===== config.mk =====
export PLATFORM = sky130hd
export DESIGN_NAME = dvi_tx_top
export DESIGN_NICKNAME = d
export VERILOG_FILES = /design/src/dvi_pkg.sv /design/src/video_timing.sv /design/src/dvi_regs.sv /design/src/pattern_gen.sv /design/src/tmds_encoder.sv /design/src/dvi_tx_top.sv
export SDC_FILE = /design/constraint.sdc
export NUM_CORES = 1
export LEC_CHECK = 0
export ABC_AREA = 0
export BUFFER_PORTS_ARGS = -buffer_cell sky130_fd_sc_hd__buf_2
export CORE_ASPECT_RATIO = 1.2
export CORE_UTILIZATION = 59
export CTS_BUF_LIST = sky130_fd_sc_hd__clkbuf_4 sky130_fd_sc_hd__clkbuf_8
export CTS_CLUSTER_DIAMETER = 150
export CTS_CLUSTER_SIZE = 25
export DETAILED_ROUTE_END_ITERATION = 16
export GPL_ROUTABILITY_DRIVEN = 0
export PLACE_DENSITY = 0.77
export SETUP_SLACK_MARGIN = 0.02
export SLEW_MARGIN = 20
export SYNTH_ARGS = -nofsm -noshare
export SYNTH_HDL_FRONTEND = slang
export SYNTH_SLANG_ARGS = --single-unit

===== constraint.sdc =====
create_clock -name clk -period 4.59 [get_ports clk]
set_input_delay 0.918 -clock clk [delete_from_list [all_inputs] [get_ports clk]]
set_output_delay 0.918 -clock clk [all_outputs]
set_load 0.01 [all_outputs]

===== src/dvi_pkg.sv =====
// ======================================================================
// Shared timing constants, TMDS control symbols and configuration types
// for the 640x480 DVI transmitter. Imported by every design module.
// ======================================================================
`default_nettype none

package dvi_pkg;

    // Horizontal timing in pixel clocks
    localparam logic [9:0] h_active = 10'd640;
    localparam logic [9:0] h_front  = 10'd16;
    localparam logic [9:0] h_sync   = 10'd96;
    localparam logic [9:0] h_back   = 10'd48;
    localparam logic [9:0] h_total  = h_active + h_front + h_sync + h_back;

    // Vertical timing in lines
    localparam logic [9:0] v_active = 10'd480;
    localparam logic [9:0] v_front  = 10'd10;
    localparam logic [9:0] v_sync   = 10'd2;
    localparam logic [9:0] v_back   = 10'd33;
    localparam logic [9:0] v_total  = v_active + v_front + v_sync + v_back;

    // Sync windows, start inclusive and end exclusive
    localparam logic [9:0] h_sync_start = h_active + h_front;
    localparam logic [9:0] h_sync_end   = h_sync_start + h_sync;
    localparam logic [9:0] v_sync_start = v_active + v_front;
    localparam logic [9:0] v_sync_end   = v_sync_start + v_sync;

    // TMDS control symbols, index is {c1, c0}
    localparam logic [9:0] ctl_sym_0 = 10'b1101010100;
    localparam logic [9:0] ctl_sym_1 = 10'b0010101011;
    localparam logic [9:0] ctl_sym_2 = 10'b0101010100;
    localparam logic [9:0] ctl_sym_3 = 10'b1010101011;

    // Encoder delay from inputs to symbol
    localparam int enc_latency = 3;

    // Width of one colour bar
    localparam logic [9:0] bar_width = 10'd80;

    // Test pattern selection, code 3 is not a legal mode
    typedef enum logic [1:0] {
        pat_bars  = 2'd0,
        pat_solid = 2'd1,
        pat_ramp  = 2'd2
    } pattern_t;

    // Configuration register map
    typedef enum logic {
        addr_mode  = 1'b0,
        addr_color = 1'b1
    } reg_addr_t;

endpackage

`default_nettype wire


===== src/video_timing.sv =====
// ======================================================================
// Raster timing for 640x480 at 60 Hz. Produces registered coordinates,
// active-video flag and positive hsync and vsync one clock after the count.
// ======================================================================
`default_nettype none

module video_timing import dvi_pkg::*; (
    input  wire logic       clk,
    input  wire logic       rst_n,
    output logic [9:0]      hpos,
    output logic [9:0]      vpos,
    output logic            active,
    output logic            hsync,
    output logic            vsync
);

    // Free running raster position
    logic [9:0] h_cnt;
    logic [9:0] v_cnt;
    logic       h_last;
    logic       v_last;

    assign h_last = (h_cnt == h_total - 10'd1);
    assign v_last = (v_cnt == v_total - 10'd1);

    // Pixel and line counters
    always_ff @(posedge clk) begin
        if (!rst_n) begin
            h_cnt <= '0;
            v_cnt <= '0;
        end else begin
            if (h_last) begin
                h_cnt <= '0;
                // Line wraps at the end of the frame
                if (v_last) begin
                    v_cnt <= '0;
                end else begin
                    v_cnt <= v_cnt + 10'd1;
                end
            end else begin
                h_cnt <= h_cnt + 10'd1;
            end
        end
    end

    // Outputs follow the counters by one clock
    always_ff @(posedge clk) begin
        if (!rst_n) begin
            hpos   <= '0;
            vpos   <= '0;
            active <= 1'b0;
            hsync  <= 1'b0;
            vsync  <= 1'b0;
        end else begin
            hpos   <= h_cnt;
            vpos   <= v_cnt;
            active <= (h_cnt < h_active) && (v_cnt < v_active);
            hsync  <= (h_cnt >= h_sync_start) && (h_cnt < h_sync_end);
            // Vsync spans whole lines
            vsync  <= (v_cnt >= v_sync_start) && (v_cnt < v_sync_end);
        end
    end

    // Coordinate output must stay inside the line
    a_hpos_range: assert property (@(posedge clk) disable iff (!rst_n)
        hpos < h_total);

endmodule

`default_nettype wire


===== src/dvi_regs.sv =====
// ======================================================================
// Configuration registers for the pattern generator. Written with a
// single-cycle strobe, no acknowledge; values reach the video path next clock.
// ======================================================================
`default_nettype none

module dvi_regs import dvi_pkg::*; (
    input  wire logic        clk,
    input  wire logic        rst_n,
    input  wire logic        cfg_we,
    input  wire reg_addr_t   cfg_addr,
    input  wire logic [23:0] cfg_wdata,
    output pattern_t         mode,
    output logic [23:0]      color
);

    // Only the three defined pattern codes are accepted
    logic mode_ok;

    assign mode_ok = (cfg_wdata[1:0] == pat_bars)  ||
                     (cfg_wdata[1:0] == pat_solid) ||
                     (cfg_wdata[1:0] == pat_ramp);

    always_ff @(posedge clk) begin
        if (!rst_n) begin
            mode  <= pat_bars;
            color <= '0;
        end else if (cfg_we) begin
            case (cfg_addr)
                addr_mode: begin
                    // Illegal code keeps the previous mode
                    if (mode_ok) begin
                        mode <= pattern_t'(cfg_wdata[1:0]);
                    end
                end
                addr_color: begin
                    // Red in 23:16, green in 15:8, blue in 7:0
                    color <= cfg_wdata;
                end
            endcase
        end
    end

    // Stored mode is always one of the legal patterns
    a_mode_legal: assert property (@(posedge clk) disable iff (!rst_n)
        (mode == pat_bars) || (mode == pat_solid) || (mode == pat_ramp));

endmodule

`default_nettype wire


===== src/pattern_gen.sv =====
// ======================================================================
// Test-pattern pixel source. One registered RGB pixel per clock from the
// raster coordinates and the configured mode and colour.
// ======================================================================
`default_nettype none

module pattern_gen import dvi_pkg::*; (
    input  wire logic        clk,
    input  wire logic        rst_n,
    input  wire logic [9:0]  hpos,
    input  wire logic [9:0]  vpos,
    input  wire pattern_t    mode,
    input  wire logic [23:0] color,
    output logic [7:0]       red,
    output logic [7:0]       green,
    output logic [7:0]       blue
);

    logic [9:0] bar_idx;
    logic [2:0] bar_rgb;
    logic [7:0] red_next;
    logic [7:0] green_next;
    logic [7:0] blue_next;

    // Eight bars across the visible line
    assign bar_idx = hpos / bar_width;

    // Order white, yellow, cyan, green, magenta, red, blue, black
    // maps to r = ~idx[1], g = ~idx[2], b = ~idx[0]
    always_comb begin
        if (bar_idx < 10'd8) begin
            bar_rgb = {~bar_idx[1], ~bar_idx[2], ~bar_idx[0]};
        end else begin
            bar_rgb = 3'b000;
        end
    end

    always_comb begin
        case (mode)
            pat_solid: begin
                red_next   = color[23:16];
                green_next = color[15:8];
                blue_next  = color[7:0];
            end
            pat_ramp: begin
                red_next   = hpos[7:0];
                green_next = vpos[7:0];
                blue_next  = hpos[7:0] ^ vpos[7:0];
            end
            default: begin
                // Bars, full intensity
                red_next   = {8{bar_rgb[2]}};
                green_next = {8{bar_rgb[1]}};
                blue_next  = {8{bar_rgb[0]}};
            end
        endcase
    end

    always_ff @(posedge clk) begin
        if (!rst_n) begin
            red   <= '0;
            green <= '0;
            blue  <= '0;
        end else begin
            red   <= red_next;
            green <= green_next;
            blue  <= blue_next;
        end
    end

endmodule

`default_nettype wire


===== src/tmds_encoder.sv =====
// ======================================================================
// One TMDS channel. Three pipeline stages turn a byte or a control pair into
// a 10-bit symbol; latency is fixed at three clocks for data and control.
// ======================================================================
`default_nettype none

module tmds_encoder import dvi_pkg::*; (
    input  wire logic       clk,
    input  wire logic       rst_n,
    input  wire logic [7:0] data,
    input  wire logic [1:0] ctrl,
    input  wire logic       de,
    output logic [9:0]      symbol
);

    // Stage 1 registers
    logic [7:0]        data_q;
    logic [3:0]        n1_data;
    logic [1:0]        ctrl_q1;
    logic              de_q1;

    // Stage 2 registers
    logic [8:0]        qm_q;
    logic [3:0]        n1_qm;
    logic [3:0]        n0_qm;
    logic [1:0]        ctrl_q2;
    logic              de_q2;

    // Stage 3 state
    logic signed [5:0] disparity;

    logic              use_xnor;
    logic [8:0]        qm;
    logic signed [5:0] bal;
    logic signed [5:0] disp_next;
    logic [9:0]        sym_next;

    // XNOR chain when the byte is ones heavy
    assign use_xnor = (n1_data > 4'd4) || ((n1_data == 4'd4) && !data_q[0]);

    always_comb begin
        qm[0] = data_q[0];
        for (int i = 1; i < 8; i++) begin
            qm[i] = use_xnor ? ~(qm[i-1] ^ data_q[i]) : (qm[i-1] ^ data_q[i]);
        end
        // Bit 8 set marks the XOR chain
        qm[8] = ~use_xnor;
    end

    // Ones minus zeros of the minimised byte
    assign bal = $signed({2'b00, n1_qm}) - $signed({2'b00, n0_qm});

    // Balancing against the running disparity
    always_comb begin
        if ((disparity == 6'sd0) || (n1_qm == n0_qm)) begin
            sym_next = {~qm_q[8], qm_q[8], qm_q[8] ? qm_q[7:0] : ~qm_q[7:0]};
            disp_next = qm_q[8] ? (disparity + bal) : (disparity - bal);
        end else if (((disparity > 6'sd0) && (n1_qm > n0_qm)) ||
                     ((disparity < 6'sd0) && (n0_qm > n1_qm))) begin
            // Invert to pull disparity back toward zero
            sym_next  = {1'b1, qm_q[8], ~qm_q[7:0]};
            disp_next = disparity + $signed({4'b0000, qm_q[8], 1'b0}) - bal;
        end else begin
            sym_next  = {1'b0, qm_q[8], qm_q[7:0]};
            disp_next = disparity - $signed({4'b0000, ~qm_q[8], 1'b0}) + bal;
        end
    end

    always_ff @(posedge clk) begin
        if (!rst_n) begin
            data_q    <= '0;
            n1_data   <= '0;
            ctrl_q1   <= '0;
            de_q1     <= 1'b0;
            qm_q      <= '0;
            n1_qm     <= '0;
            n0_qm     <= '0;
            ctrl_q2   <= '0;
            de_q2     <= 1'b0;
            disparity <= '0;
            symbol    <= ctl_sym_0;
        end else begin
            // Stage 1 buffers the byte and its ones count
            data_q  <= data;
            n1_data <= 4'($countones(data));
            ctrl_q1 <= ctrl;
            de_q1   <= de;
            // Stage 2
            qm_q    <= qm;
            n1_qm   <= 4'($countones(qm[7:0]));
            n0_qm   <= 4'd8 - 4'($countones(qm[7:0]));
            ctrl_q2 <= ctrl_q1;
            de_q2   <= de_q1;
            // Stage 3, control symbols reset the disparity
            if (de_q2) begin
                symbol    <= sym_next;
                disparity <= disp_next;
            end else begin
                case (ctrl_q2)
                    2'b00:   symbol <= ctl_sym_0;
                    2'b01:   symbol <= ctl_sym_1;
                    2'b10:   symbol <= ctl_sym_2;
                    default: symbol <= ctl_sym_3;
                endcase
                disparity <= '0;
            end
        end
    end

    // Every data symbol shifts the count by an even amount
    a_disp_even: assert property (@(posedge clk) disable iff (!rst_n)
        disparity[0] == 1'b0);

endmodule

`default_nettype wire


===== src/dvi_tx_top.sv =====
// ======================================================================
// DVI transmitter front end top level. Three TMDS symbols per pixel clock,
// five clocks after the raster counters hold the pixel's position.
// ======================================================================
`default_nettype none

module dvi_tx_top import dvi_pkg::*; (
    input  wire logic        clk,
    input  wire logic        rst_n,
    input  wire logic        cfg_we,
    input  wire reg_addr_t   cfg_addr,
    input  wire logic [23:0] cfg_wdata,
    output logic [9:0]       tmds_red,
    output logic [9:0]       tmds_green,
    output logic [9:0]       tmds_blue
);

    logic [9:0]  hpos;
    logic [9:0]  vpos;
    logic        active;
    logic        hsync;
    logic        vsync;
    pattern_t    mode;
    logic [23:0] color;
    logic [7:0]  red;
    logic [7:0]  green;
    logic [7:0]  blue;

    // Sync and enable delayed to match the pattern register
    logic        active_d;
    logic        hsync_d;
    logic        vsync_d;

    video_timing u_timing (
        .clk(clk), .rst_n(rst_n), .hpos(hpos), .vpos(vpos),
        .active(active), .hsync(hsync), .vsync(vsync)
    );

    dvi_regs u_regs (
        .clk(clk), .rst_n(rst_n), .cfg_we(cfg_we), .cfg_addr(cfg_addr),
        .cfg_wdata(cfg_wdata), .mode(mode), .color(color)
    );

    pattern_gen u_pattern (
        .clk(clk), .rst_n(rst_n), .hpos(hpos), .vpos(vpos), .mode(mode),
        .color(color), .red(red), .green(green), .blue(blue)
    );

    always_ff @(posedge clk) begin
        if (!rst_n) begin
            active_d <= 1'b0;
            hsync_d  <= 1'b0;
            vsync_d  <= 1'b0;
        end else begin
            active_d <= active;
            hsync_d  <= hsync;
            vsync_d  <= vsync;
        end
    end

    // Blue carries the syncs, red and green send zero control bits
    tmds_encoder u_enc_red (
        .clk(clk), .rst_n(rst_n), .data(red), .ctrl(2'b00),
        .de(active_d), .symbol(tmds_red)
    );
    tmds_encoder u_enc_green (
        .clk(clk), .rst_n(rst_n), .data(green), .ctrl(2'b00),
        .de(active_d), .symbol(tmds_green)
    );
    tmds_encoder u_enc_blue (
        .clk(clk), .rst_n(rst_n), .data(blue), .ctrl({vsync_d, hsync_d}),
        .de(active_d), .symbol(tmds_blue)
    );

    // Blanking at the encoder input shows up as a control symbol later
    a_blank_ctl: assert property (@(posedge clk) disable iff (!rst_n)
        !active_d |-> ##enc_latency (tmds_red == ctl_sym_0));

endmodule

`default_nettype wire


# == Word level (Yosys, flattened, before mapping) ==
# Cells that the tools add are included.
# totals
input_bits,28
output_inout_bits,30
elab_cells,283
regBits,235
# classes
order_cmp,22
div,1
n_reduce_logical,35
mux,46
add_sub_neg,68
bitwise,57
eq_ne,14
# op_table
op,n
2-to-1 mux 10 bit,8
adder 4 bit,18
2-to-1 mux 6 bit,9
adder 1 x 1 -> 2 bit,24
case mux 8 bit (2 select lines),3
adder 6 bit,6
subtractor 6 bit,6
inverter 1 bit,32
case mux 10 bit (3 select lines),1
> comparator 4 bit,6
2-to-1 mux 8 bit,3
inverter 8 bit,3
2-to-1 mux 1 bit,21
bitwise XOR 1 bit,21
adder 10 x 1 -> 10 bit (second input constant),2
== test 10 bit (second input constant),2
< comparator 10 bit (second input constant),2
< comparator 10 x 9 -> 1 bit (second input constant),2
adder 6 x 3 -> 6 bit,3
> comparator 6 x 1 -> 1 bit (second input constant),3
logical NOT 6 bit,3
< comparator 6 x 1 -> 1 bit (second input constant),3
subtractor 6 x 3 -> 6 bit,3
subtractor 4 x 4 -> 5 bit,3
other kinds (19),56

# == Longest topological paths before layout ==
# logic_depth
ltp_word,26
depth_mapped,14

# == Hierarchy ==
# From an unflattened synthesis, not the netlist that was laid out.
# unflattened
cells_unflattened,1362
hier_area_um2,13145.1
# by_module_without_submodules
mod,area_each_um2,seq_area_each_um2,cells_each,n_inst
tmds_encoder at u_enc_blue ...,2995.4,980.9,313,2
tmds_encoder at u_enc_red,3011.6,980.9,312,1
video_timing,1621.6,860.8,161,1
pattern_gen,1258.7,480.5,139,1
dvi_regs,1179.9,520.5,117,1
dvi_tx_top,82.6,60.1,7,1

# == Worst setup path after synthesis ==
# Ideal clock, no wire load.
# synth_path
path_type,flip-flop to flip-flop
start,reg u_enc_blue.data_q[0]
end,reg u_enc_blue.n0_qm[3]
synth_period_minus_slack_ps,3919
setup_slack_ps,671
t_arrival_ps,3792
path_buffers,0
required_time_ps,4462
stages_incl_launch_ff,15
cell_sequence,dfxtp_1 > xor3_2 > xnor2_2 > xor2_2 > xnor2_2 > xor2_1 > nand2_1 > fa_1 > inv_1 > fa_1 > ha_1 > fa_1 > nor3_1 > xnor2_1 > nor2_1
# synth_via
elab_chain_cells,26
word_cells_on_any_way,32
cone_classes,add/sub (8); mux (7); bitwise (14); reduce/logical (3)
# synth_lines
item,line,text
from (decl),tmds_encoder.sv:17,logic [7:0] data_q;
from (signal assigned),tmds_encoder.sv:84,data_q <= data;
logical NOT 1 bit,tmds_encoder.sv:39,assign use_xnor = (n1_data > 4'd4) || ((n1_data == 4'd4) && !data_q[0]);
logical AND 1 bit,tmds_encoder.sv:39,
logical OR 1 bit,tmds_encoder.sv:39,
2-to-1 mux 1 bit,tmds_encoder.sv:44,qm[i] = use_xnor ? ~(qm[i-1] ^ data_q[i]) : (qm[i-1] ^ data_q[i]);
bitwise XOR 1 bit,tmds_encoder.sv:44,
inverter 1 bit,tmds_encoder.sv:44,
2-to-1 mux 1 bit,tmds_encoder.sv:44,
bitwise XOR 1 bit,tmds_encoder.sv:44,
[... 10 more ...],-,
2-to-1 mux 1 bit,tmds_encoder.sv:44,
bitwise XOR 1 bit,tmds_encoder.sv:44,
inverter 1 bit,tmds_encoder.sv:44,
2-to-1 mux 1 bit,tmds_encoder.sv:44,
adder 1 x 1 -> 2 bit (implied by the code),tmds_encoder.sv:91,n0_qm <= 4'd8 - 4'($countones(qm[7:0]));
adder 4 bit (implied by the code),tmds_encoder.sv:91,
adder 4 bit (implied by the code) (*),tmds_encoder.sv:91,
subtractor 4 bit (*),tmds_encoder.sv:91,
to (signal assigned),tmds_encoder.sv:91,
to (decl),tmds_encoder.sv:25,logic [3:0] n0_qm;
# Every way passes the cells marked *; elsewhere a longest branch is shown, timed or not.
# A chain may end at the register's enable or synchronous reset.

# == Worst setup path after layout ==
# Ends and elaborated chain as after synthesis.

==> metrics <==
outcome finished clean; critical path class register to register; Final Hold Viols 0; Max IR drop VDD 0.397 mV; Clk Latency, worst-skew pair 0.53 ns; period utilization 90.8%; CTS sink cnt 229; Layout Skew 0.0337 ns; maximum clock frequency 240 MHz; Critical Path Fanout Max 5; Clk pin slew, worst setup/hold paths 0.14 ns; post-synthesis simple-gate area fraction 18.1%; final cell utilization of the core 64.0%; Synth Area in Compound Gates 10.8%; CTS tree built; placed insts 1565; Synth top cells by count dfxtp_1, nor2_1, ha_1; Post-CTS Setup Bufs 0; fin. max-slew vios 0; Slew HR 40.5%; hpwl dp 15900 um; maximum clock path buffer count 3; Setup TNS 0 ns; share of the synthesized area in the top cell type 38.4%; Antenna Nets Post-Route 0; Setup crit start kind register; GRT Util Overall 20.2%; flops & latches, synth 229; CTS root buf clkbuf_8; Avg Inst Size Synth 9.23 um2; Pleak 5.55 nW; largest net degree at the start of global routing 99; maxcap violations 0; worst endpoint required time 4.98 ns; # setup viols final 0; main flop type after synthesis dfxtp_1; total number of vias 8232; number of DRC markers in iteration 0 216; initial antenna violation count 0; Die Ht 158 um; drt drc 0; 1st-pass router iterations 4; largest family of logic cells by synthesized area simple AND/OR/NAND/NOR gates; actual slew at the worst max-slew pin 0.892 ns; syn nets 1465; clock period minus worst slack 4.17 ns; Cell Area, Synth 11900 um2; CTS buffer count 13; power density cells 659 nW/um2; Hold Buf Count CTS 0; Post-Synth XOR/XNOR Area 10.5%; num rows 56; Syn-to-layout area delta 5.48%; Ys Warns 0; Initial Util 60.6%; Synth Area in Adders 17.4%; sequential fraction of the synthesis area 38.4%; first-pass GRT wire length 35100 um; Die X 132 um; Vias/cell 5.21; top area cells in the synthesized netlist dfxtp_1, ha_1, fa_1; vias in the first global route 7950; HP Class register to register; cts repair resizes 0; Netlist cell types 63; Synth async-reset ratio 0%; Gate Count Post-Synth 1293; Port Buffers 57; Congestion Overflow GR 0; Critical Path AT 4.55 ns; CTS H-tree lvls 1; number of synthesized flops with an enable pin 0; nets 1491; non-filler cells, final 1580; dominant cell by count in the synthesized netlist dfxtp_1; cell type with the largest total area after synthesis dfxtp_1; RSZ-0062 raised after global routing no; die footprint 20800 um2; Diodes inserted 0; kind of end point of the critical path register; IO Pins 58; core area 19700 um2; multiplexer share of the synthesized area 0.514%; share of post-route cells with drive strength above 1 7.51%; final wirelength 20700 um; WL per Instance 13.1 um
worst max-delay path, cell delays in order, from the launching register on:
cell and delay (ns):
dfxtp_1 0.42, xor3_2 0.52, xnor2_2 0.24, xor2_2 0.23
xnor2_2 0.16, xor2_1 0.19, nand2_1 0.10, fa_1 0.53
inv_1 0.05, fa_1 0.47, ha_1 0.23, fa_1 0.49
nor3_1 0.22, xnor2_1 0.15, nor2_1 0.05
final timing paths:
check | cells after the start | slack (ns) | from | end
setup / recovery | 14 | 0.42 | u_enc_blue.data_q[0] | u_enc_blue.n0_qm[3]
hold / removal | 1 | 0.45 | active_d | u_enc_green.de_q1
setup reg to reg | 14 | 0.42 | u_enc_blue.data_q[0] | u_enc_blue.n0_qm[3]
hold reg to reg | 1 | 0.45 | active_d | u_enc_green.de_q1
stage by stage:
stage                     hold slack [ns]  setup WS [ns]  cell area [um2]  power [W]
after floorplan                     0.412          0.671            11900    0.00655
after global placement              0.417          0.536            12400    0.00730
after detailed placement            0.417          0.412            12400    0.00749
after CTS                           0.449          0.394            12600    0.00838
after global routing                0.469          0.170            12600    0.00915
final                               0.449          0.422            12600    0.00830
sequential cells by signal, summed over array words and instances (netlist names), 4 cells and up, named ones only:
signal,cells
u_enc_blue.qm_q,9
u_enc_green.data_q,8
u_enc_red.qm_q,9
u_enc_red.disparity,5
u_timing.h_cnt,10
u_enc_green.qm_q,9
u_enc_blue.disparity,5
u_enc_red.symbol,10
u_enc_blue.data_q,8
u_enc_red.data_q,8
u_enc_green.disparity,5
u_regs.color,24
u_enc_green.n1_data,4
u_timing.hpos,10
u_pattern.red,8
u_pattern.green,8
u_timing.v_cnt,10
u_enc_blue.symbol,10
u_enc_blue.n1_data,4
u_pattern.blue,8
u_enc_red.n1_data,4
u_enc_green.symbol,10
u_timing.vpos,8
logic make-up after synthesis:
family	count (synthesis)
and+or+nand+nor	439
DFF	229
AOI/OAI and AO/OA	203
adders and majority gates	144
buffers and inverters	137
xor gates and xnor gates	135
muxes	6
cell usage in the layout (no fill, tap or decap), drive strengths merged, types with 21 or more instances in the layout:
| cell | instances |
|---|---|
| a21o | 21 |
| a21oi | 80 |
| a22oi | 25 |
| and2 | 86 |
| buf | 59 |
| dfxtp | 229 |
| fa | 36 |
| ha | 108 |
| inv | 89 |
| nand2 | 85 |
| nor2 | 151 |
| o21ai | 31 |
| xnor2 | 79 |
| xor2 | 53 |
area by class of cell:
cell class              instances  area, um2
fillers                      1673       7100
multi-input cells             927       6830
flip-flops and latches        229       4580
inverters                      89        334
well taps                     261        327
repair buffers                 59        300
clock buffers                  13        179
clock inverters                 2       37.5
power by group:
| part | internal, W | total [W] | leakage, nW | switching [W] |
|---|---|---|---|---|
| Clock | 0.000277 | 0.000870 | 0.105 | 0.000593 |
| Sequential | 0.00222 | 0.00234 | 1.88 | 0.000120 |
| Combinational | 0.00233 | 0.00509 | 3.56 | 0.00276 |
routing by layer:
layer / track usage [%] / wire (um) / part of all wire [%]
met4: 7.36 / 590 / 2.9
met1: 23.1 / 9170 / 44
met3: 2.15 / 490 / 2.4
met2: 38.9 / 10400 / 50
met5: 0 / 0 / 0
Note: power is estimated with default switching activity, not from simulation.
